**config.mk**
```make
export PLATFORM = sky130hd
export DESIGN_NAME = memtest_driver
export DESIGN_NICKNAME = d
export VERILOG_FILES = /design/src/hw/memtest_ctrl_pkg.sv /design/src/hw/memtest_mem_pkg.sv /design/src/hw/lfsr_lane.sv /design/src/hw/memtest_addr_gen.sv /design/src/hw/memtest_checker.sv /design/src/hw/memtest_driver.sv /design/src/hw/memtest_pattern_gen.sv /design/src/hw/memtest_sequencer.sv
export VERILOG_INCLUDE_DIRS = /design/src /design/src/hw
export SDC_FILE = /design/constraint.sdc
export NUM_CORES = 1
export LEC_CHECK = 0
export BUFFER_PORTS_ARGS = -buffer_cell sky130_fd_sc_hd__buf_2
export CAP_MARGIN = 20
export CORE_MARGIN = 2
export CORE_UTILIZATION = 34
export CTS_CLUSTER_DIAMETER = 50
export CTS_CLUSTER_SIZE = 40
export DETAILED_ROUTE_END_ITERATION = 8
export GPL_TIMING_DRIVEN = 0
export SYNTH_ARGS = -nofsm -noshare
export SYNTH_HDL_FRONTEND = slang
export SYNTH_SLANG_ARGS = --single-unit
```
**constraint.sdc**
```tcl
create_clock -name clk -period 6.4 [get_ports clk]
set_input_delay 1.28 -clock clk [delete_from_list [all_inputs] [get_ports clk]]
set_output_delay 1.28 -clock clk [all_outputs]
set_load 0.05 [all_outputs]
```
**src/hw/memtest_params.svh**
```systemverilog
`ifndef MEMTEST_PARAMS_SVH
`define MEMTEST_PARAMS_SVH

// local port data path
`define MT_DATA_W 128
`define MT_LANES 16

// address field widths
`define MT_CS_W 1
`define MT_BANK_W 2
`define MT_ROW_W 14
`define MT_COL_W 10

// burst shape, column advance per burst
`define MT_BURST_LEN 2
`define MT_COL_STEP 4

// inclusive upper limits of the tested range
`define MT_MAX_COL 16
`define MT_MAX_ROW 3
`define MT_MAX_BANK 3
`define MT_MAX_CS 1

`define MT_OUTSTANDING_W 8

// lane n starts from base + n * step
`define MT_LFSR_SEED_BASE 1
`define MT_LFSR_SEED_STEP 10

`endif

```
**src/hw/memtest_ctrl_pkg.sv**
```systemverilog
`include "memtest_params.svh"

package memtest_ctrl_pkg;

  // pass sequencing
  typedef enum logic [2:0] {
    IDLE,
    WRITE_FIRST,
    WRITE_NEXT,
    READ,
    DRAIN,
    DONE
  } memtest_state_t;

  // complete is a single cycle pulse at the end of each pass
  typedef struct packed {
    logic writing;
    logic reading;
    logic complete;
  } memtest_status_t;

endpackage

```
**src/hw/memtest_mem_pkg.sv**
```systemverilog
`include "memtest_params.svh"

package memtest_mem_pkg;

  // one location on the local port
  typedef struct packed {
    logic [`MT_CS_W-1:0]   cs;
    logic [`MT_BANK_W-1:0] bank;
    logic [`MT_ROW_W-1:0]  row;
    logic [`MT_COL_W-1:0]  col;
  } mem_addr_t;

  typedef logic [`MT_DATA_W-1:0] mem_data_t;

  // one flag per byte lane
  typedef logic [`MT_LANES-1:0] lane_mask_t;

  // request side, held while local_ready is low
  typedef struct packed {
    logic      write_req;
    logic      read_req;
    logic      burstbegin;
    mem_addr_t addr;
  } mem_cmd_t;

  // read return beat
  typedef struct packed {
    logic      valid;
    mem_data_t data;
  } mem_rsp_t;

endpackage

```
**src/hw/lfsr_lane.sv**
```systemverilog
`timescale 1ns/1ps

module lfsr_lane #(
  parameter logic [7:0] SEED = 8'h01
) (
  input  logic       clk,
  input  logic       reset_n,
  input  logic       advance,
  input  logic       load,
  input  logic [7:0] ldata,
  output logic [7:0] data
);

  logic feedback;

  // taps 8, 6, 5, 4 give a maximal length sequence
  assign feedback = data[7] ^ data[5] ^ data[4] ^ data[3];

  always_ff @(posedge clk or negedge reset_n)
  begin
    if (!reset_n)
    begin
      data <= SEED;
    end
    else if (load)
    begin
      // load wins over a step in the same cycle
      data <= ldata;
    end
    else if (advance)
    begin
      data <= {data[6:0], feedback};
    end
  end

endmodule

```
**src/hw/memtest_addr_gen.sv**
```systemverilog
`timescale 1ns/1ps
`include "memtest_params.svh"

module memtest_addr_gen (
  input  logic                       clk,
  input  logic                       reset_n,
  input  logic                       step,
  input  logic                       clear,
  output memtest_mem_pkg::mem_addr_t addr,
  output logic                       last
);

  localparam logic [`MT_COL_W-1:0]  COL_STEP  = `MT_COL_W'(`MT_COL_STEP);
  localparam logic [`MT_COL_W-1:0]  COL_LIMIT = `MT_COL_W'(`MT_MAX_COL);
  localparam logic [`MT_ROW_W-1:0]  ROW_LIMIT = `MT_ROW_W'(`MT_MAX_ROW);
  localparam logic [`MT_BANK_W-1:0] BANK_LIMIT = `MT_BANK_W'(`MT_MAX_BANK);
  localparam logic [`MT_CS_W-1:0]   CS_LIMIT  = `MT_CS_W'(`MT_MAX_CS);

  assign last = (addr.col == COL_LIMIT) && (addr.row == ROW_LIMIT) &&
                (addr.bank == BANK_LIMIT) && (addr.cs == CS_LIMIT);

  // column fastest, then row, bank, chip select
  always_ff @(posedge clk or negedge reset_n)
  begin
    if (!reset_n)
    begin
      addr <= '0;
    end
    else if (clear)
    begin
      addr <= '0;
    end
    else if (step)
    begin
      if (addr.col == COL_LIMIT)
      begin
        addr.col <= '0;
        if (addr.row == ROW_LIMIT)
        begin
          addr.row <= '0;
          if (addr.bank == BANK_LIMIT)
          begin
            addr.bank <= '0;
            addr.cs   <= (addr.cs == CS_LIMIT) ? '0 : addr.cs + 1'b1;
          end
          else
          begin
            addr.bank <= addr.bank + 1'b1;
          end
        end
        else
        begin
          addr.row <= addr.row + 1'b1;
        end
      end
      else
      begin
        addr.col <= addr.col + COL_STEP;
      end
    end
  end

  // limit has to be a multiple of the step or the wrap is missed
  assert property (@(posedge clk) disable iff (!reset_n) addr.col <= COL_LIMIT);

endmodule

```
**src/hw/memtest_checker.sv**
```systemverilog
`timescale 1ns/1ps
`include "memtest_params.svh"

module memtest_checker (
  input  logic                        clk,
  input  logic                        reset_n,
  input  memtest_mem_pkg::mem_rsp_t   rsp,
  input  memtest_mem_pkg::mem_data_t  expected,
  output memtest_mem_pkg::lane_mask_t pnf_per_byte,
  output logic                        pnf_persist
);

  memtest_mem_pkg::lane_mask_t lane_eq;
  memtest_mem_pkg::lane_mask_t eq_q;
  memtest_mem_pkg::lane_mask_t lane_pass;
  logic                        valid_q;
  logic                        seen;
  logic                        seen_q;
  logic                        failed;

  // byte compare against the regenerated pattern
  always_comb
  begin
    for (int i = 0; i < `MT_LANES; i++)
    begin
      lane_eq[i] = (rsp.data[8*i +: 8] == expected[8*i +: 8]);
    end
  end

  // --------------------
  // compare pipeline
  // --------------------
  always_ff @(posedge clk or negedge reset_n)
  begin
    if (!reset_n)
    begin
      eq_q         <= '1;
      valid_q      <= 1'b0;
      lane_pass    <= '1;
      seen         <= 1'b0;
      pnf_per_byte <= '1;
      seen_q       <= 1'b0;
    end
    else
    begin
      eq_q    <= lane_eq;
      valid_q <= rsp.valid;
      // flags only follow checked beats
      if (valid_q)
      begin
        lane_pass <= eq_q;
        seen      <= 1'b1;
      end
      // output register for the lane flags
      pnf_per_byte <= lane_pass;
      seen_q       <= seen;
    end
  end

  // sticky fail, cleared only by reset
  always_ff @(posedge clk or negedge reset_n)
  begin
    if (!reset_n)
    begin
      failed      <= 1'b0;
      pnf_persist <= 1'b0;
    end
    else
    begin
      if (seen_q && !(&pnf_per_byte))
      begin
        failed <= 1'b1;
      end
      pnf_persist <= seen_q && (&pnf_per_byte) && !failed;
    end
  end

endmodule

```
**src/hw/memtest_driver.sv**
```systemverilog
`timescale 1ns/1ps

module memtest_driver (
  input  logic                              clk,
  input  logic                              reset_n,
  input  logic                              local_ready,
  input  memtest_mem_pkg::mem_rsp_t         local_rsp,
  output memtest_mem_pkg::mem_cmd_t         local_cmd,
  output memtest_mem_pkg::mem_data_t        local_wdata,
  output memtest_mem_pkg::lane_mask_t       pnf_per_byte,
  output logic                              pnf_persist,
  output memtest_ctrl_pkg::memtest_status_t test_status
);

  logic addr_step;
  logic addr_clear;
  logic last;
  logic wbeat;
  logic pass_start;
  logic reload;

  memtest_sequencer i_sequencer (
    .clk         (clk),
    .reset_n     (reset_n),
    .local_ready (local_ready),
    .rdata_valid (local_rsp.valid),
    .last        (last),
    .cmd_write   (local_cmd.write_req),
    .cmd_read    (local_cmd.read_req),
    .burstbegin  (local_cmd.burstbegin),
    .addr_step   (addr_step),
    .addr_clear  (addr_clear),
    .wbeat       (wbeat),
    .pass_start  (pass_start),
    .reload      (reload),
    .status      (test_status)
  );

  memtest_addr_gen i_addr_gen (
    .clk     (clk),
    .reset_n (reset_n),
    .step    (addr_step),
    .clear   (addr_clear),
    .addr    (local_cmd.addr),
    .last    (last)
  );

  // write data and expected read data share one generator
  memtest_pattern_gen i_pattern_gen (
    .clk         (clk),
    .reset_n     (reset_n),
    .wbeat       (wbeat),
    .rdata_valid (local_rsp.valid),
    .pass_start  (pass_start),
    .reload      (reload),
    .data        (local_wdata)
  );

  memtest_checker i_checker (
    .clk          (clk),
    .reset_n      (reset_n),
    .rsp          (local_rsp),
    .expected     (local_wdata),
    .pnf_per_byte (pnf_per_byte),
    .pnf_persist  (pnf_persist)
  );

endmodule

```
**src/hw/memtest_pattern_gen.sv**
```systemverilog
`timescale 1ns/1ps
`include "memtest_params.svh"

module memtest_pattern_gen (
  input  logic                       clk,
  input  logic                       reset_n,
  input  logic                       wbeat,
  input  logic                       rdata_valid,
  input  logic                       pass_start,
  input  logic                       reload,
  output memtest_mem_pkg::mem_data_t data
);

  memtest_mem_pkg::mem_data_t reload_word;
  logic                       advance;

  // one step per accepted write beat or returned read beat
  assign advance = wbeat | rdata_valid;

  // word at the start of the pass, restored for the read phase
  always_ff @(posedge clk)
  begin
    if (pass_start)
    begin
      reload_word <= data;
    end
  end

  // --------------------
  // byte lanes
  // --------------------
  for (genvar g = 0; g < `MT_LANES; g++)
  begin : g_lane
    lfsr_lane #(
      .SEED (8'(`MT_LFSR_SEED_BASE + g * `MT_LFSR_SEED_STEP))
    ) i_lane (
      .clk     (clk),
      .reset_n (reset_n),
      .advance (advance),
      .load    (reload),
      .ldata   (reload_word[8*g +: 8]),
      .data    (data[8*g +: 8])
    );
  end

endmodule

```
**src/hw/memtest_sequencer.sv**
```systemverilog
`timescale 1ns/1ps
`include "memtest_params.svh"

module memtest_sequencer (
  input  logic                              clk,
  input  logic                              reset_n,
  input  logic                              local_ready,
  input  logic                              rdata_valid,
  input  logic                              last,
  output logic                              cmd_write,
  output logic                              cmd_read,
  output logic                              burstbegin,
  output logic                              addr_step,
  output logic                              addr_clear,
  output logic                              wbeat,
  output logic                              pass_start,
  output logic                              reload,
  output memtest_ctrl_pkg::memtest_status_t status
);

  localparam int BEAT_W = ($clog2(`MT_BURST_LEN) > 0) ? $clog2(`MT_BURST_LEN) : 1;
  localparam logic [BEAT_W-1:0] LAST_BEAT = BEAT_W'(`MT_BURST_LEN - 1);
  localparam logic [`MT_OUTSTANDING_W-1:0] RD_BEATS = `MT_OUTSTANDING_W'(`MT_BURST_LEN);

  memtest_ctrl_pkg::memtest_state_t state;
  logic [BEAT_W-1:0]                beat_cnt;
  logic [`MT_OUTSTANDING_W-1:0]     rd_outstanding;
  logic                             write_acc;
  logic                             read_acc;
  logic                             burst_end;

  assign write_acc = cmd_write & local_ready;
  assign read_acc  = cmd_read & local_ready;
  assign burst_end = write_acc && (state == memtest_ctrl_pkg::WRITE_NEXT) &&
                     (beat_cnt == LAST_BEAT);

  assign wbeat      = write_acc;
  // address moves after the final write beat or after each read
  assign addr_step  = burst_end | read_acc;
  assign addr_clear = addr_step & last;
  // read phase replays the pattern from the start of the pass
  assign reload     = burst_end & last;
  assign pass_start = (state == memtest_ctrl_pkg::IDLE) || (state == memtest_ctrl_pkg::DONE);

  assign status.writing  = (state == memtest_ctrl_pkg::WRITE_FIRST) ||
                           (state == memtest_ctrl_pkg::WRITE_NEXT);
  assign status.reading  = (state == memtest_ctrl_pkg::READ) ||
                           (state == memtest_ctrl_pkg::DRAIN);
  assign status.complete = (state == memtest_ctrl_pkg::DONE);

  // --------------------
  // command FSM
  // --------------------
  always_ff @(posedge clk or negedge reset_n)
  begin
    if (!reset_n)
    begin
      state      <= memtest_ctrl_pkg::IDLE;
      cmd_write  <= 1'b0;
      cmd_read   <= 1'b0;
      burstbegin <= 1'b0;
      beat_cnt   <= '0;
    end
    else
    begin
      case (state)
        memtest_ctrl_pkg::IDLE, memtest_ctrl_pkg::DONE:
        begin
          cmd_write  <= 1'b1;
          burstbegin <= 1'b1;
          state      <= memtest_ctrl_pkg::WRITE_FIRST;
        end
        memtest_ctrl_pkg::WRITE_FIRST:
        begin
          if (write_acc)
          begin
            burstbegin <= 1'b0;
            beat_cnt   <= beat_cnt + 1'b1;
            state      <= memtest_ctrl_pkg::WRITE_NEXT;
          end
        end
        memtest_ctrl_pkg::WRITE_NEXT:
        begin
          if (burst_end)
          begin
            beat_cnt   <= '0;
            burstbegin <= 1'b1;
            if (last)
            begin
              cmd_write <= 1'b0;
              cmd_read  <= 1'b1;
              state     <= memtest_ctrl_pkg::READ;
            end
            else
            begin
              state <= memtest_ctrl_pkg::WRITE_FIRST;
            end
          end
          else if (write_acc)
          begin
            beat_cnt <= beat_cnt + 1'b1;
          end
        end
        memtest_ctrl_pkg::READ:
        begin
          // one request per burst, burstbegin stays high
          if (read_acc && last)
          begin
            cmd_read   <= 1'b0;
            burstbegin <= 1'b0;
            state      <= memtest_ctrl_pkg::DRAIN;
          end
        end
        memtest_ctrl_pkg::DRAIN:
        begin
          if (rd_outstanding == '0)
          begin
            state <= memtest_ctrl_pkg::DONE;
          end
        end
        default:
        begin
          state <= memtest_ctrl_pkg::IDLE;
        end
      endcase
    end
  end

  // beats still owed by the memory
  always_ff @(posedge clk or negedge reset_n)
  begin
    if (!reset_n)
    begin
      rd_outstanding <= '0;
    end
    else
    begin
      rd_outstanding <= rd_outstanding + (read_acc ? RD_BEATS : '0) -
                        `MT_OUTSTANDING_W'(rdata_valid);
    end
  end

  // memory returns nothing that was not requested
  assert property (@(posedge clk) disable iff (!reset_n)
    rdata_valid |-> (rd_outstanding != '0));

  // request held across a stall
  assert property (@(posedge clk) disable iff (!reset_n)
    (cmd_write || cmd_read) && !local_ready |=> $stable({cmd_write, cmd_read, burstbegin}));

endmodule

```
Word level (Yosys, flattened, before mapping):

Index checks and enable logic that the tools add are counted.

* bits in registers: 351
* bits of input ports: 132
* output and inout port bits: 178
* logic and storage cells: 220

* add/sub/neg operators: 7
* equality and inequality tests: 29
* multiplexer cells: 61
* bitwise operators: 54
* reduce and logical (&&, ||, !) cells: 34

Operators by type and width (number)
* 8-bit two-way mux: 32
* 8-bit equality test: 16
* 27-bit two-way mux: 2
* 1-bit bitwise XOR: 48
* 17-bit two-way mux: 1
* 16-bit AND reduction: 1
* 4-bit AND reduction: 4
* 2-bit nonzero test: 8
* 3-bit two-way mux: 5
* 3-bit one-hot mux with 5 select lines: 1
* 14-bit by 1-bit adder with 14-bit output, second input constant: 1
* 14-bit by 2-bit equality test with 1-bit output, second input constant: 1
* 14-bit two-way mux: 1
* 1-bit two-way mux: 11
* 10-bit by 3-bit adder with 10-bit output, second input constant: 1
* 10-bit by 5-bit equality test with 1-bit output, second input constant: 1
* 10-bit two-way mux: 1
* 1-bit logical AND: 9
* 8-bit adder: 1
* 8-bit zero test: 1
* 8-bit by 1-bit subtractor with 8-bit output: 1
* 3-bit by 2-bit equality test with 1-bit output, second input constant: 2
* 3-bit equality test, second input constant: 2
* 2-bit two-way mux: 3
* other kinds (17): 31

Logic depth before layout (Yosys ltp):

* word-level depth: 7
* depth in mapped cells: 11
* mapped depth without buffers: 10

By module:

A second synthesis with hierarchy kept.

* cells, all modules: 1261
* area, all modules: 15781.4 µm²

Modules (own cells, without submodules)
* memtest_pattern_gen: instances 1, cells an instance 129, area an instance 3849.9 µm²
* memtest_checker: instances 1, cells an instance 256, area an instance 3078.0 µm²
* lfsr_lane (i_pattern_gen.g_lane[12].i_lane ...): instances 5, cells an instance 38, area an instance 400.4 µm²
* lfsr_lane (i_pattern_gen.g_lane[13].i_lane ...): instances 5, cells an instance 38, area an instance 397.9 µm²
* lfsr_lane (i_pattern_gen.g_lane[10].i_lane ...): instances 4, cells an instance 38, area an instance 399.1 µm²
* memtest_addr_gen: instances 1, cells an instance 160, area an instance 1482.7 µm²
* memtest_sequencer: instances 1, cells an instance 108, area an instance 985.9 µm²
* lfsr_lane (i_pattern_gen.g_lane[11].i_lane): instances 1, cells an instance 38, area an instance 401.6 µm²
* lfsr_lane (i_pattern_gen.g_lane[0].i_lane): instances 1, cells an instance 38, area an instance 395.4 µm²

Least setup slack after synthesis:

Ideal clock, no wire load.

* path type: reg-to-reg
* start: register i_sequencer.state[0]
* end: register i_pattern_gen.reload_word[0] (enable)
* arrival time: 6.120 ns
* slack: -0.338 ns
* cell stages (with the launch flop): 4
* cell sequence: dfrtp_1 -> clkbuf_1 -> xor2_1 -> nor2_1

* word-level cells in the longest chain between the ends: 2
* elaborated cells between the ends (all ways): 3
* classes of those cells: eq/ne (1); reduce/logical (2)

Ends and longest elaborated chain
* from (decl): RTL line memtest_sequencer.sv:25 `memtest_ctrl_pkg::memtest_state_t state;`
* from (signal assigned): RTL line memtest_sequencer.sv:58 `state <= memtest_ctrl_pkg::IDLE;`
* from (signal assigned): RTL line memtest_sequencer.sv:71 `state <= memtest_ctrl_pkg::WRITE_FIRST;`
* from (signal assigned): RTL line memtest_sequencer.sv:79 `state <= memtest_ctrl_pkg::WRITE_NEXT;`
* 3-bit equality test / 3-bit zero test (equally long branches): RTL line memtest_sequencer.sv:43 `assign pass_start = (state == memtest_ctrl_pkg::IDLE) || (state == memtest_ctrl_pkg::DONE);`
* 1-bit logical OR (*): RTL line memtest_sequencer.sv:43
* via i_pattern_gen.pass_start: RTL line memtest_pattern_gen.sv:9 `input logic pass_start,`
* to (signal assigned): RTL line memtest_pattern_gen.sv:25 `reload_word <= data;`
* to (decl): RTL line memtest_pattern_gen.sv:14 `memtest_mem_pkg::mem_data_t reload_word;`

Mark *: on every way through the listed nets, which the timed path passes. The rest lies on a longest branch.
A chain may end at the register's enable or synchronous reset.

==> impl_metrics.py <==
metrics = {
    "run_status": {
        "status": "finished clean",
    },
    "sta": {
        "min_period_over_period_pct": 52.2,
        "tightest_slew_ps": 1020,
        "setup_viol": 0,
        "rsz0062_at_grt": "false",
        "drv_slew": 0,
        "period_minus_slack_ps": 3340,
        "skew_ps": 17.1,
        "max-slew-margin-rel_pct": 31.8,
        "fmax_mhz": 299,
        "finalHoldViolCount": 0,
    },
    "synthesis": {
        "synth_top_area_cell": "edfxtp_1",
        "ys_types": 60,
        "synthTopCellsByArea": "edfxtp_1 25%, dfstp_2 19%, dfrtp_1 18%",
        "ys.flop_type": "edfxtp_1",
        "synth-seq-area-share_pct": 61.1,
        "syn_area_sq_um": 15600,
        "avgSynthCellArea_sq_um": 13.9,
        "async_reset_ff_share_pct": 63.3,
        "synth_enable_flop_cells": 128,
        "ys_seq_elements": 349,
        "synth.top_cell.area_share_pct": 24.7,
        "yosysWarnings": 0,
        "netlist_instances": 1122,
    },
    "floorplanning": {
        "die-area_sq_um": 47500,
        "ios": 310,
        "dieHeight_microns": 218,
        "coreArea_sq_um": 45300,
        "start_util_pct": 34.4,
        "row_count": 78,
        "die_w_microns": 218,
    },
    "layout": {
        "areaGrowthSynthToFinish_pct": 24.5,
        "nets": 1625,
        "layoutNonFillerInstCount": 2110,
        "final_area_sq_um": 19400,
        "drive_gt1_share_pct": 37.2,
        "mostFrequentLayoutCell": "buf_2",
        "layout_common_cells": "320 x buf_2, 162 x xnor2_1, 131 x nand2b_1, 128 x edfxtp_1, 123 x o221a_1",
    },
    "setup_path": {
        "crit_fanout": 10,
        "r2r_setup_slack_ps": 3570,
        "path_delay_family": "buffers and inverters",
        "slowest_delay_ps": 360,
        "end_kind": "primary output",
        "slowest_stage": "clkbuf_1",
        "arrival_ps": 2060,
        "cp_num_buf_inv": 2,
        "start_kind": "flop",
        "critical_path_class": "reg -> out",
        "cp.required_ps": 5120,
        "cp_cell_sequence": "clkbuf_1 -> nand2b_1 -> o21ai_0 -> buf_2",
    },
    "clocking": {
        "post_cts_buffers": 0,
        "cts_tree": "built",
        "clkTransAtPathRegs_ps": 70,
        "cts_sinks": 349,
        "htreeDepth": 2,
        "clock-root-buffer": "clkbuf_16",
        "insertion_delay_ps": 560,
        "cts_buffers": 40,
        "ctsHoldBuffers": 0,
        "cts_resized": 0,
        "clk_path_buf_depth": 3,
    },
    "grt": {
        "grt_pass1_wl_microns": 62500,
        "grt_overflow_total": 0,
        "grt_max_degree": 111,
        "grt_pass1_vias": 10666,
        "grt.total_usage_pct": 17.0,
        "antenna_found_initial": 0,
    },
    "pwr": {
        "switching_share_pct": 40.7,
        "ir_drop_v": 0.000264,
        "p_comb_share_pct": 35.3,
        "seqPwrFrac_pct": 39.6,
        "p_leak_nw": 7.36,
        "internal_power_mw": 5.60,
        "clockPowerShare_pct": 25.1,
        "power.density_nw_per_um2": 487,
        "switching_power_mw": 3.84,
    },
    "detailed_routing": {
        "routed-via-count": 10504,
        "drt_iter0_markers": 502,
        "dr.pass1.iters": 5,
        "antenna_left": 0,
        "wl_microns": 40700,
        "drc": 0,
        "viasPerCell": 4.98,
        "avgRoutedWirePerCell_microns": 19.3,
    },
    "worst_hold_path": {
        "holdCritPathClass": "reg -> reg",
    },
    "placed_design": {
        "gp_congestion": 0.811,
        "hpwl_microns": 27500,
        "place_inst": 2035,
        "io_buffers": 306,
        "place_area_sq_um": 18000,
    },
    "job": {
        "drv_cap": 0,
    },
}
-- flip-flops by register name, indices dropped and copies added, names as in the netlist --
register                          flops
i_pattern_gen.g_lane.i_lane.data    128
i_pattern_gen.reload_word           128
i_addr_gen.addr                      25
i_checker.eq_q                       16
i_checker.lane_pass                  16
i_checker.pnf_per_byte               16
i_sequencer.rd_outstanding            8
i_sequencer.state                     3
i_checker.failed                      1
i_checker.pnf_persist                 1
i_checker.seen                        1
i_checker.seen_q                      1
i_checker.valid_q                     1
i_sequencer.beat_cnt                  1
i_sequencer.burstbegin                1
i_sequencer.cmd_read                  1
i_sequencer.cmd_write                 1
-- cells by family (layout without fill, tap and decap cells) --
kind of cell / Yosys count / in the layout / synth area share (%)
adder cells (fa/ha/maj): 16 / 16 / 1.33
multiplexers: 20 / 20 / 1.42
XOR/XNOR: 192 / 192 / 10.8
flip-flops: 349 / 349 / 61.1
other: 1 / 3 / 0.0241
AO/OA/AOI/OAI: 178 / 178 / 11.5
buffers and inverters: 86 / 472 / 3.02
AND/OR/NAND/NOR: 280 / 280 / 10.8
-- metal layers --
| metal | track usage (%) | part of all wire [%] | up-vias |
|---|---|---|---|
| met5 | 0 | 0 | - |
| met4 | 5.60 | 2.3 | 0 |
| met3 | 3.00 | 4.4 | 49 |
| met2 | 27.7 | 48 | 240 |
| met1 | 22.9 | 46 | 5331 |
| li1 | - | - | 4884 |
-- metrics by stage --
stage	setup TNS (ps)	power, mW	hold WS [ps]	util, %	setup slack [ps]
finish	0	9.44	356	42.8	3060
global placement	-80330	7.06	355	39.4	-494
floorplan	0	6.20	346	-	1830
CTS	0	9.57	357	42.8	3040
global route	0	9.93	362	42.8	2980
detailed placement	0	7.14	356	39.7	2730
-- power by group through the flow --
stage          clock (mW)  sequential [mW]  combinational (mW)
6_report             2.37             3.74                3.33
2_1_floorplan           0             4.75                1.44
5_1_grt              2.52             3.84                3.57
4_1_cts              2.45             3.75                3.37
3_5_place_dp            0             3.79                3.35
3_3_place_gp            0             3.79                3.27
-- cell usage after synthesis, types with 14 or more instances --
library cell / n
o221a_1: 123
nand4_1: 44
mux2_2: 17
nand2b_1: 131
nor2_1: 28
ha_1: 15
edfxtp_1: 128
xor2_1: 30
inv_1: 25
clkbuf_1: 26
xnor2_1: 162
buf_6: 14
nand3_1: 15
dfstp_2: 111
dfrtp_1: 110
buf_2: 15
nand2_1: 15
-- cell type report --
| cell class | count | area, sq um |
|---|---|---|
| inverter | 25 | 93.8 |
| fill | 4222 | 25900 |
| clock inverter | 31 | 333 |
| multi-input combinational | 688 | 5590 |
| clock buffer | 43 | 1030 |
| tap | 600 | 751 |
| timing repair buffer | 312 | 1680 |
| antenna | 1 | 2.50 |
| buffer | 61 | 375 |
| sequential | 349 | 9510 |
-- worst register-to-register path, stage by stage (launching register included) --
cell and delay [ps]:
dfrtp_1 450, ha_1 280, nor4b_1 260, nand4_1 400, o21bai_1 290, buf_2 410, buf_2 420, o221a_1 260
-- worst paths after layout --
check | startpoint | endpoint | cells past startpoint
min in group asynchronous | reset_n | i_addr_gen.addr[3]$_DFFE_PN0P_ | 1
max | i_sequencer.state[2]$_DFFE_PN0P_ | test_status[1] | 4
min reg2reg | i_checker.lane_pass[7]$_DFFE_PN1P_ | i_checker.pnf_per_byte[7]$_DFF_PN1_ | 0
max in group asynchronous | reset_n | i_pattern_gen.g_lane[0].i_lane.data[1]$_DFFE_PN0P_ | 3
max reg2reg | i_addr_gen.addr[10]$_DFFE_PN0P_ | i_pattern_gen.g_lane[4].i_lane.data[7]$_DFFE_PN0P_ | 7
min | i_checker.lane_pass[7]$_DFFE_PN1P_ | i_checker.pnf_per_byte[7]$_DFF_PN1_ | 0
Note: power is estimated with default switching activity, not from simulation.
